$ cat config.mk
export PLATFORM = sky130hd
export DESIGN_NAME = erx_top
export DESIGN_NICKNAME = d
export VERILOG_FILES = /design/src/hw/erx_pkg.sv /design/src/hw/erx_wb_if.sv /design/src/hw/erx_reset_ctrl.sv /design/src/hw/erx_protocol.sv /design/src/hw/erx_fifo.sv /design/src/hw/erx_dispatch.sv /design/src/hw/erx_top.sv
export VERILOG_INCLUDE_DIRS = /design/src /design/src/hw
export SDC_FILE = /design/constraint.sdc
export NUM_CORES = 1
export LEC_CHECK = 0
export BUFFER_PORTS_ARGS = -buffer_cell sky130_fd_sc_hd__buf_2
export CORE_MARGIN = 8
export CORE_UTILIZATION = 58
export DETAILED_ROUTE_END_ITERATION = 8
export PLACE_DENSITY = 0.81
export REMOVE_ABC_BUFFERS = 1
export SLEW_MARGIN = 20
export SYNTH_ARGS = -nofsm -noshare
export SYNTH_HDL_FRONTEND = slang
export SYNTH_SLANG_ARGS = --single-unit
$ cat constraint.sdc
create_clock -name sys_clk -period 1.3 [get_ports sys_clk]
set_input_delay 0.13 -clock sys_clk [delete_from_list [all_inputs] [get_ports sys_clk]]
set_output_delay 0.13 -clock sys_clk [all_outputs]
set_load 0.1 [all_outputs]
$ cat src/hw/erx_defines.svh
`ifndef ERX_DEFINES_SVH
`define ERX_DEFINES_SVH

// heartbeat counter width, one beat every 2**RCW cycles
`define ERX_RCW 4

// packet fifo geometry
`define ERX_FIFO_DEPTH 4
`define ERX_FIFO_PW 2   // pointer bits, depth is a power of two
`define ERX_FIFO_CW 3   // count bits, holds 0..depth

// bus widths
`define ERX_AW 32
`define ERX_DW 32

// ctrl byte + 4 address bytes + 4 payload bytes, msb first
`define ERX_FRAME_BYTES 9

`endif

$ cat src/hw/erx_pkg.sv
`default_nettype none

`include "erx_defines.svh"

package erx_pkg;

   // one payload word, meaning depends on the write flag
   typedef union packed {
      logic [`ERX_DW-1:0] wr_data;  // write packet: data to store
      logic [`ERX_AW-1:0] src_addr; // read packet: where the answer goes
   } erx_payload_t;

   // 65 bits, write flag on top
   typedef struct packed {
      logic               write;    // bit 0 of the ctrl byte
      logic [`ERX_AW-1:0] dst_addr;
      erx_payload_t       payload;
   } erx_packet_t;

   // reset sequencer states
   typedef enum logic [1:0] {
      reset_all = 2'b00,  // pll held in reset
      start_pll = 2'b01,  // waiting for lock and idelay ready
      active    = 2'b10   // link up
   } erx_rst_state_t;

endpackage

`default_nettype wire

$ cat src/hw/erx_wb_if.sv
`default_nettype none

// wishbone classic, one packet per cycle
interface erx_wb_if;
   import erx_pkg::*;

   logic        cyc;
   logic        stb;
   logic        we;   // high: master writes dat, low: slave returns dat
   wire  erx_packet_t dat; // net, driven by whichever side owns the transfer
   logic        ack;  // registered in the slave

   modport master (
      output cyc,
      output stb,
      output we,
      inout  dat,
      input  ack
   );

   modport slave (
      input  cyc,
      input  stb,
      input  we,
      inout  dat,
      output ack
   );

endinterface

`default_nettype wire

$ cat src/hw/erx_reset_ctrl.sv
`default_nettype none

`include "erx_defines.svh"

module erx_reset_ctrl (
   input  logic sys_clk,
   input  logic rx_reset,      // por
   input  logic soft_reset,    // sw receive disable
   input  logic tx_active,     // far end alive
   input  logic pll_locked,    // async, from pll
   input  logic idelay_ready,  // from delay controller
   output logic pll_reset,
   output logic rx_active,
   output logic core_reset     // async assert, sync release
);
   import erx_pkg::*;

   logic [`ERX_RCW-1:0] hb_cnt;     // free running
   logic                heartbeat;  // one cycle per wrap
   logic                lock_meta;
   logic                lock_sync;
   logic                seq_reset;
   logic                core_hold;
   logic [1:0]          core_pipe;
   erx_rst_state_t      state;

   //##############################
   // heartbeat
   //##############################
   always_ff @(posedge sys_clk or posedge rx_reset)
   begin
      if (rx_reset)
      begin
         hb_cnt    <= '0;
         heartbeat <= 1'b0;
      end
      else
      begin
         hb_cnt    <= hb_cnt + 1'b1;
         heartbeat <= ~(|hb_cnt);  // fires once counter wraps to zero
      end
   end

   // pll lock into sys_clk domain, two flops
   always_ff @(posedge sys_clk or posedge rx_reset)
   begin
      if (rx_reset)
      begin
         lock_meta <= 1'b0;
         lock_sync <= 1'b0;
      end
      else
      begin
         lock_meta <= pll_locked;
         lock_sync <= lock_meta;
      end
   end

   //##############################
   // sequencer
   //##############################
   assign seq_reset = rx_reset | ~tx_active;  // quiet while tx is down

   always_ff @(posedge sys_clk or posedge seq_reset)
   begin
      if (seq_reset)
         state <= reset_all;
      else if (heartbeat)  // only steps on the beat
      begin
         case (state)
            reset_all:
               if (!soft_reset)
                  state <= start_pll;
            start_pll:
               if (lock_sync && idelay_ready)
                  state <= active;
            active:
               if (soft_reset)
                  state <= reset_all;  // parks until soft_reset drops
            default:
               state <= reset_all;
         endcase
      end
   end

   assign pll_reset = (state == reset_all);
   assign rx_active = (state == active);
   assign core_hold = (state != active);

   //##############################
   // core reset release
   //##############################
   // asserted with the state change, released two edges after rx_active
   always_ff @(posedge sys_clk or posedge core_hold)
   begin
      if (core_hold)
         core_pipe <= 2'b00;
      else
         core_pipe <= {core_pipe[0], 1'b1};
   end

   assign core_reset = ~core_pipe[1];

endmodule

`default_nettype wire

$ cat src/hw/erx_protocol.sv
`default_nettype none

`include "erx_defines.svh"

module erx_protocol (
   input  logic       sys_clk,
   input  logic       core_reset,
   input  logic       rx_frame,   // high for every byte of a frame
   input  logic [7:0] rx_data,
   erx_wb_if.master   wr          // into fifo write port
);
   import erx_pkg::*;

   logic [3:0]                        byte_cnt;   // bytes taken so far
   logic [8*(`ERX_FRAME_BYTES-1)-1:0] frame_sr;   // first eight bytes
   logic [8*`ERX_FRAME_BYTES-1:0]     frame_word; // whole frame incl. last byte
   logic                              last_byte;
   logic                              hold_valid; // packet on offer
   erx_packet_t                       hold_pkt;

   assign last_byte  = rx_frame & (byte_cnt == 4'(`ERX_FRAME_BYTES - 1));
   assign frame_word = {frame_sr, rx_data};

   //##############################
   // byte assembly
   //##############################
   always_ff @(posedge sys_clk or posedge core_reset)
   begin
      if (core_reset)
         byte_cnt <= '0;
      else if (!rx_frame)
         byte_cnt <= '0;  // idle, or frame cut short
      else if (last_byte)
         byte_cnt <= '0;
      else
         byte_cnt <= byte_cnt + 1'b1;
   end

   // msb first, so shift left
   always_ff @(posedge sys_clk)
   begin
      if (rx_frame)
         frame_sr <= {frame_sr[8*(`ERX_FRAME_BYTES-2)-1:0], rx_data};
   end

   //##############################
   // holding register
   //##############################
   // frame finishing while the previous packet still waits is dropped
   always_ff @(posedge sys_clk or posedge core_reset)
   begin
      if (core_reset)
         hold_valid <= 1'b0;
      else if (hold_valid)
      begin
         if (wr.ack)
            hold_valid <= 1'b0;  // stb low the cycle after ack
      end
      else if (last_byte)
         hold_valid <= 1'b1;
   end

   always_ff @(posedge sys_clk)
   begin
      if (last_byte && !hold_valid)
      begin
         hold_pkt.write    <= frame_word[8*(`ERX_FRAME_BYTES-1)]; // ctrl bit 0
         hold_pkt.dst_addr <= frame_word[`ERX_AW+`ERX_DW-1:`ERX_DW];
         hold_pkt.payload  <= frame_word[`ERX_DW-1:0];
      end
   end

   assign wr.cyc = hold_valid;
   assign wr.stb = hold_valid;
   assign wr.we  = 1'b1;      // always pushing
   assign wr.dat = hold_pkt;  // steady while stb

endmodule

`default_nettype wire

$ cat src/hw/erx_fifo.sv
`default_nettype none

`include "erx_defines.svh"

module erx_fifo (
   input  logic     sys_clk,
   input  logic     core_reset,
   erx_wb_if.slave  wr,       // from assembler
   erx_wb_if.slave  rd,       // from dispatcher
   output logic     rx_wait   // tell sender to pause
);
   import erx_pkg::*;

   erx_packet_t             mem [0:`ERX_FIFO_DEPTH-1];
   logic [`ERX_FIFO_PW-1:0] wr_ptr;
   logic [`ERX_FIFO_PW-1:0] rd_ptr;
   logic [`ERX_FIFO_CW-1:0] count;
   logic [`ERX_FIFO_CW-1:0] free_cnt;
   logic                    full;
   logic                    empty;
   logic                    wr_go;     // accept a write this cycle
   logic                    rd_go;     // accept a read this cycle
   logic                    wr_ack_q;
   logic                    rd_ack_q;
   erx_packet_t             rd_dat_q;

   assign free_cnt = `ERX_FIFO_CW'(`ERX_FIFO_DEPTH) - count;
   assign full     = (free_cnt == '0);
   assign empty    = (count == '0);
   assign rx_wait  = (free_cnt < `ERX_FIFO_CW'(2));  // room for under two

   // ack guard keeps one accept per cycle
   assign wr_go = wr.cyc & wr.stb & wr.we & ~wr_ack_q & ~full;
   assign rd_go = rd.cyc & rd.stb & ~rd.we & ~rd_ack_q & ~empty;

   //##############################
   // pointers and count
   //##############################
   always_ff @(posedge sys_clk or posedge core_reset)
   begin
      if (core_reset)
      begin
         wr_ptr   <= '0;
         rd_ptr   <= '0;
         count    <= '0;
         wr_ack_q <= 1'b0;
         rd_ack_q <= 1'b0;
      end
      else
      begin
         wr_ack_q <= wr_go;
         rd_ack_q <= rd_go;
         if (wr_go)
            wr_ptr <= wr_ptr + 1'b1;  // wraps, depth is 2**pw
         if (rd_go)
            rd_ptr <= rd_ptr + 1'b1;
         case ({wr_go, rd_go})
            2'b10:   count <= count + 1'b1;
            2'b01:   count <= count - 1'b1;
            default: count <= count;  // none or both
         endcase
      end
   end

   // storage
   always_ff @(posedge sys_clk)
   begin
      if (wr_go)
         mem[wr_ptr] <= wr.dat;
      if (rd_go)
         rd_dat_q <= mem[rd_ptr];  // lines up with rd ack
   end

   assign wr.ack = wr_ack_q;
   assign rd.ack = rd_ack_q;
   assign rd.dat = rd_dat_q;

endmodule

`default_nettype wire

$ cat src/hw/erx_dispatch.sv
`default_nettype none

`include "erx_defines.svh"

module erx_dispatch (
   input  logic              sys_clk,
   input  logic              core_reset,
   erx_wb_if.master          rd,        // fifo read port
   output logic              wb_cyc,
   output logic              wb_stb,
   output logic              wb_we,
   output logic [`ERX_AW-1:0] wb_adr,
   output logic [`ERX_DW-1:0] wb_wdata,
   input  logic [`ERX_DW-1:0] wb_rdata,
   input  logic              wb_ack,
   output logic              rsp_valid, // one cycle per read
   output logic [`ERX_AW-1:0] rsp_addr,
   output logic [`ERX_DW-1:0] rsp_data
);
   import erx_pkg::*;

   logic        fetch;  // rd bus cycle open
   logic        busy;   // external cycle open
   erx_packet_t pkt;    // current packet

   //##############################
   // control
   //##############################
   // fetch -> busy -> fetch, never both
   always_ff @(posedge sys_clk or posedge core_reset)
   begin
      if (core_reset)
      begin
         fetch     <= 1'b0;
         busy      <= 1'b0;
         rsp_valid <= 1'b0;
      end
      else
      begin
         rsp_valid <= 1'b0;
         if (fetch)
         begin
            if (rd.ack)
            begin
               fetch <= 1'b0;
               busy  <= 1'b1;  // external cycle right after the fifo ack
            end
         end
         else if (busy)
         begin
            if (wb_ack)
            begin
               busy      <= 1'b0;
               fetch     <= 1'b1;
               rsp_valid <= ~pkt.write;
            end
         end
         else
            fetch <= 1'b1;  // first fetch out of reset
      end
   end

   //##############################
   // packet and response data
   //##############################
   always_ff @(posedge sys_clk)
   begin
      if (fetch && rd.ack)
         pkt <= rd.dat;
      if (busy && wb_ack && !pkt.write)
      begin
         rsp_addr <= pkt.payload.src_addr;  // return address of the read
         rsp_data <= wb_rdata;
      end
   end

   assign rd.cyc = fetch;
   assign rd.stb = fetch;
   assign rd.we  = 1'b0;  // pulling only

   assign wb_cyc   = busy;
   assign wb_stb   = busy;
   assign wb_we    = pkt.write;
   assign wb_adr   = pkt.dst_addr;
   assign wb_wdata = pkt.payload.wr_data;

endmodule

`default_nettype wire

$ cat src/hw/erx_top.sv
`default_nettype none

`include "erx_defines.svh"

module erx_top (
   input  logic               sys_clk,
   input  logic               rx_reset,
   input  logic               soft_reset,
   input  logic               tx_active,
   input  logic               pll_locked,
   input  logic               idelay_ready,
   output logic               pll_reset,
   output logic               rx_active,
   input  logic               rx_frame,
   input  logic [7:0]         rx_data,
   output logic               rx_wait,
   output logic               wb_cyc,
   output logic               wb_stb,
   output logic               wb_we,
   output logic [`ERX_AW-1:0] wb_adr,
   output logic [`ERX_DW-1:0] wb_wdata,
   input  logic [`ERX_DW-1:0] wb_rdata,
   input  logic               wb_ack,
   output logic               rsp_valid,
   output logic [`ERX_AW-1:0] rsp_addr,
   output logic [`ERX_DW-1:0] rsp_data
);

   logic core_reset;  // for everything behind the sequencer

   erx_wb_if wr_bus ();  // assembler -> fifo
   erx_wb_if rd_bus ();  // fifo -> dispatcher

   //##############################
   // reset sequencing
   //##############################
   erx_reset_ctrl u_reset_ctrl (
      .sys_clk      (sys_clk),
      .rx_reset     (rx_reset),
      .soft_reset   (soft_reset),
      .tx_active    (tx_active),
      .pll_locked   (pll_locked),
      .idelay_ready (idelay_ready),
      .pll_reset    (pll_reset),
      .rx_active    (rx_active),
      .core_reset   (core_reset)
   );

   //##############################
   // receive path
   //##############################
   erx_protocol u_protocol (
      .sys_clk    (sys_clk),
      .core_reset (core_reset),
      .rx_frame   (rx_frame),
      .rx_data    (rx_data),
      .wr         (wr_bus.master)
   );

   erx_fifo u_fifo (
      .sys_clk    (sys_clk),
      .core_reset (core_reset),
      .wr         (wr_bus.slave),
      .rd         (rd_bus.slave),
      .rx_wait    (rx_wait)
   );

   erx_dispatch u_dispatch (
      .sys_clk    (sys_clk),
      .core_reset (core_reset),
      .rd         (rd_bus.master),
      .wb_cyc     (wb_cyc),
      .wb_stb     (wb_stb),
      .wb_we      (wb_we),
      .wb_adr     (wb_adr),
      .wb_wdata   (wb_wdata),
      .wb_rdata   (wb_rdata),
      .wb_ack     (wb_ack),
      .rsp_valid  (rsp_valid),
      .rsp_addr   (rsp_addr),
      .rsp_data   (rsp_data)
   );

endmodule

`default_nettype wire

==> results.toml <==
[setup_path]
worstPathRequired_ns = 1.79
arrival_ns = 2.61
startpoint_type = "flip-flop"
crit_type = "reg -> reg"
crit_fanout = 2
r2r_slack_ns = -0.82
end_kind = "flip-flop"

[global_route]
grt-ovfl-total = 0
grtUsageTotal_pct = 23.2
grt_max_degree = 62
grt_pass1_wl_mm = 68.6
grt_pass1_vias = 10192
antenna_found_initial = 0

[synthesis]
yosys_warnings = 0
synth_top_cell_by_area = "edfxtp_1"
ys_seq_elements = 604
syn_area_um2 = 20200
synth.avg_cell_area_um2 = 26.2
yosys-top-cells-area = "edfxtp_1 86%, mux4_2 7.2%, dfrtp_1 3.5%"
synth_top_area_share_pct = 85.7
netlist_instances = 770
ys_types = 34
yosysSeqAreaShare_pct = 89.1

[clocking]
clk_pin_slew_ns = 0.06
tritoncts = "done"
clock_path_buffers = 3
clock_sinks = 604
htreeDepth = 2
clock_latency_ns = 0.59
numCtsBuffers = 55
clockRootBuffer = "clkbuf_16"

[power]
p_comb_share_pct = 35.0
power.density_nw_per_um2 = 2370
p_sw_share_pct = 35.3
p_leak_uw = 0.0100
power_frac_clock_pct = 24.4
intPower_uw = 43100
pwr-share-seq_pct = 40.6
ir_drop_v = 0.00191
p_switching_uw = 23500

[detailed_routing]
wl_mm = 56.6
vias = 10245
wl_per_cell_um = 32.6
via_per_inst = 5.91
drtIter0Drc = 1175
drc = 0
antenna_left = 0
dr.pass1.iters = 5

[floorplanning]
die_y_um = 203
io_pins = 183
die_w_um = 203
fp.dieArea_um2 = 41000
rows = 68
initial_core_util_pct = 58.6
coreArea_um2 = 34500

[timing]
setup_viol = 635
layout_min_cycle_time_ns = 2.12
timing.hold.ws_ns = 0.0607
finalClockSkew_ns = 0.0172
fmax_mhz = 471
setup_slack_ns = -0.821
maxSlewViolCount = 0
hold_viol = 0
finalCritPeriodShare_pct = 163
rsz0062_at_grt = "true"

[hold_path]
min_path_type = "in -> async"

[final_layout]
final_util_pct = 81.5
final-instance-count-excl-fill = 1734
layout-drive-gt1-share_pct = 43.4
diodes = 0
nNetsFinal = 1298
syn2layout_area_growth_pct = 39.1

[run]
drv_cap = 0

[placement]
dp.cells = 1464
dpl_worst_slack_ns = -0.965
dp_hpwl_mm = 22.3
gp_congestion = 0.740
numPortBuffers = 182

[run_status]
violations = "negative setup slack"
status = "complete, but fails checks"
-- layer usage --
metal	share of wire (%)	vias to the layer above	track usage, %
li1	-	4109	-
met1	35	5402	27.5
met2	55	635	42.0
met3	7.1	99	4.43
met4	3.0	0	7.93
met5	0	-	0
-- worst max-delay path: stages (launching register included) --
cell     delay, ns
dfrtp_1       0.37
inv_2         0.06
ha_4          0.16
ha_4          0.27
nand2_2       0.04
and3_4        0.15
inv_2         0.07
ha_4          0.14
inv_2         0.04
fa_2          0.33
xor2_1        0.15
nor2_1        0.13
xnor2_1       0.13
-- cells in the mapped netlist --
| cell type | n |
|---|---|
| mux4_2 | 65 |
| mux2i_1 | 1 |
| buf_2 | 5 |
| buf_12 | 4 |
| nand3_1 | 1 |
| o22ai_1 | 1 |
| and2_1 | 6 |
| ha_1 | 12 |
| nand2b_1 | 1 |
| o211a_1 | 1 |
| nor2b_1 | 4 |
| nand2_1 | 9 |
| dfrtp_1 | 28 |
| nor3b_1 | 4 |
| nor2_1 | 6 |
| o21ai_0 | 4 |
| a21o_1 | 1 |
| edfxtp_1 | 576 |
| buf_6 | 1 |
| clkbuf_1 | 3 |
| nor3_1 | 1 |
| conb_1 | 1 |
| xor2_1 | 3 |
| buf_4 | 4 |
| xnor2_1 | 5 |
| nor4b_1 | 1 |
| a22oi_1 | 1 |
| inv_1 | 14 |
| o31a_1 | 1 |
| a21oi_1 | 1 |
| mux2_2 | 1 |
| and3_1 | 2 |
| fa_1 | 1 |
| nand4_1 | 1 |
-- power groups by stage --
stage               combinational (uW)  clock (uW)  sequential [uW]
finish                           23300       16200            27000
CTS                              19200       15900            26700
global placement                 17000           0            26800
floorplan                         2470           0            29900
detailed placement               17200           0            26900
global route                     23800       17100            27200
-- through the flow --
step | instance area (um^2) | total power, uW | setup TNS [ns]
final | 28100 | 66500 | -300.25
after global routing | 28100 | 68100 | -326.12
after CTS | 26200 | 61700 | -295.74
after detailed placement | 22700 | 44100 | -287.98
after global placement | 22700 | 43800 | -257.27
after floorplan | 20000 | 32400 | -1771.40
-- kinds of logic after synthesis --
group	Yosys count	share of synthesized area, %
muxes	67	7.35
and+or+nand+nor	36	0.954
AOI/OAI and AO/OA	10	0.322
DFF	604	89.1
buffers and inverters	31	1.04
other	1	0.0186
adders and majority gates	13	0.843
xor gates and xnor gates	8	0.347
-- final timing paths --
| check | startpoint | to | cells past startpoint |
|---|---|---|---|
| setup reg to reg | u_fifo.count[0]$_DFFE_PN0P_ | u_fifo.count[2]$_DFFE_PN0P_ | 12 |
| hold reg to reg | u_reset_ctrl.core_pipe[1]$_DFF_PN0_ | u_fifo.wr_ptr[0]$_DFFE_PN0P_ | 1 |
| min in group sys_clk | rx_frame | u_protocol.frame_sr[8]$_DFFE_PP_ | 2 |
| max in group asynchronous | tx_active | u_reset_ctrl.state[0]$_DFFE_PP0P_ | 4 |
| hold / removal | rx_reset | u_reset_ctrl.lock_meta$_DFF_PP0_ | 3 |
| setup / recovery | u_fifo.count[0]$_DFFE_PN0P_ | u_fifo.count[2]$_DFFE_PN0P_ | 12 |
-- repair_timing --
item / CTS / global route
gates cloned: 24 / 23
pin swaps: 12 / 12
endpoints found under the hold margin: 63 / 0
gates resized for setup: 56 / 446
hold buffers: 47 / 0
buffers inserted: 36 / 47
endpoints found under the setup margin: 606 / 660
-- cell type report --
| type | count | area (um^2) |
|---|---|---|
| sequential | 604 | 18000 |
| tap | 455 | 569 |
| multi-input combinational | 135 | 2130 |
| fill | 1443 | 6360 |
| timing repair buffer | 427 | 5580 |
| clock inverter | 26 | 256 |
| clock buffer | 73 | 1500 |
| inverter | 14 | 52.6 |
-- state kept, by name, indices dropped and copies added, names as in the netlist, 32 cells and up --
name                 count
u_dispatch.wb_wdata     32
u_protocol.frame_sr     57
u_dispatch.rsp_data     32
u_fifo.rd.dat           65
u_dispatch.wb_adr       32
u_protocol.wr.dat       65
u_fifo.mem             260
u_dispatch.rsp_addr     32
-- layout by cell type, fill, tap and decap left out, types with 2 or more instances in the layout --
master,n
edfxtp_1,576
buf_6,141
clkbuf_16,74
buf_12,69
mux4_2,65
buf_4,55
dlygate4sd3_1,47
buf_2,46
buf_8,27
dfrtp_1,25
buf_16,23
clkbuf_1,14
clkinv_2,9
inv_1,8
ha_1,8
nand2_1,7
inv_2,6
clkinv_1,6
and2_4,5
nor2_1,4
xnor2_1,4
ha_4,4
bufinv_16,4
o21ai_0,3
nor3b_1,3
xor2_1,3
clkbuf_8,3
nor2_4,2
nor2b_1,2
nor2b_4,2
inv_6,2
clkinvlp_4,2
dfrtp_4,2
(Power assumes the default switching activity.)
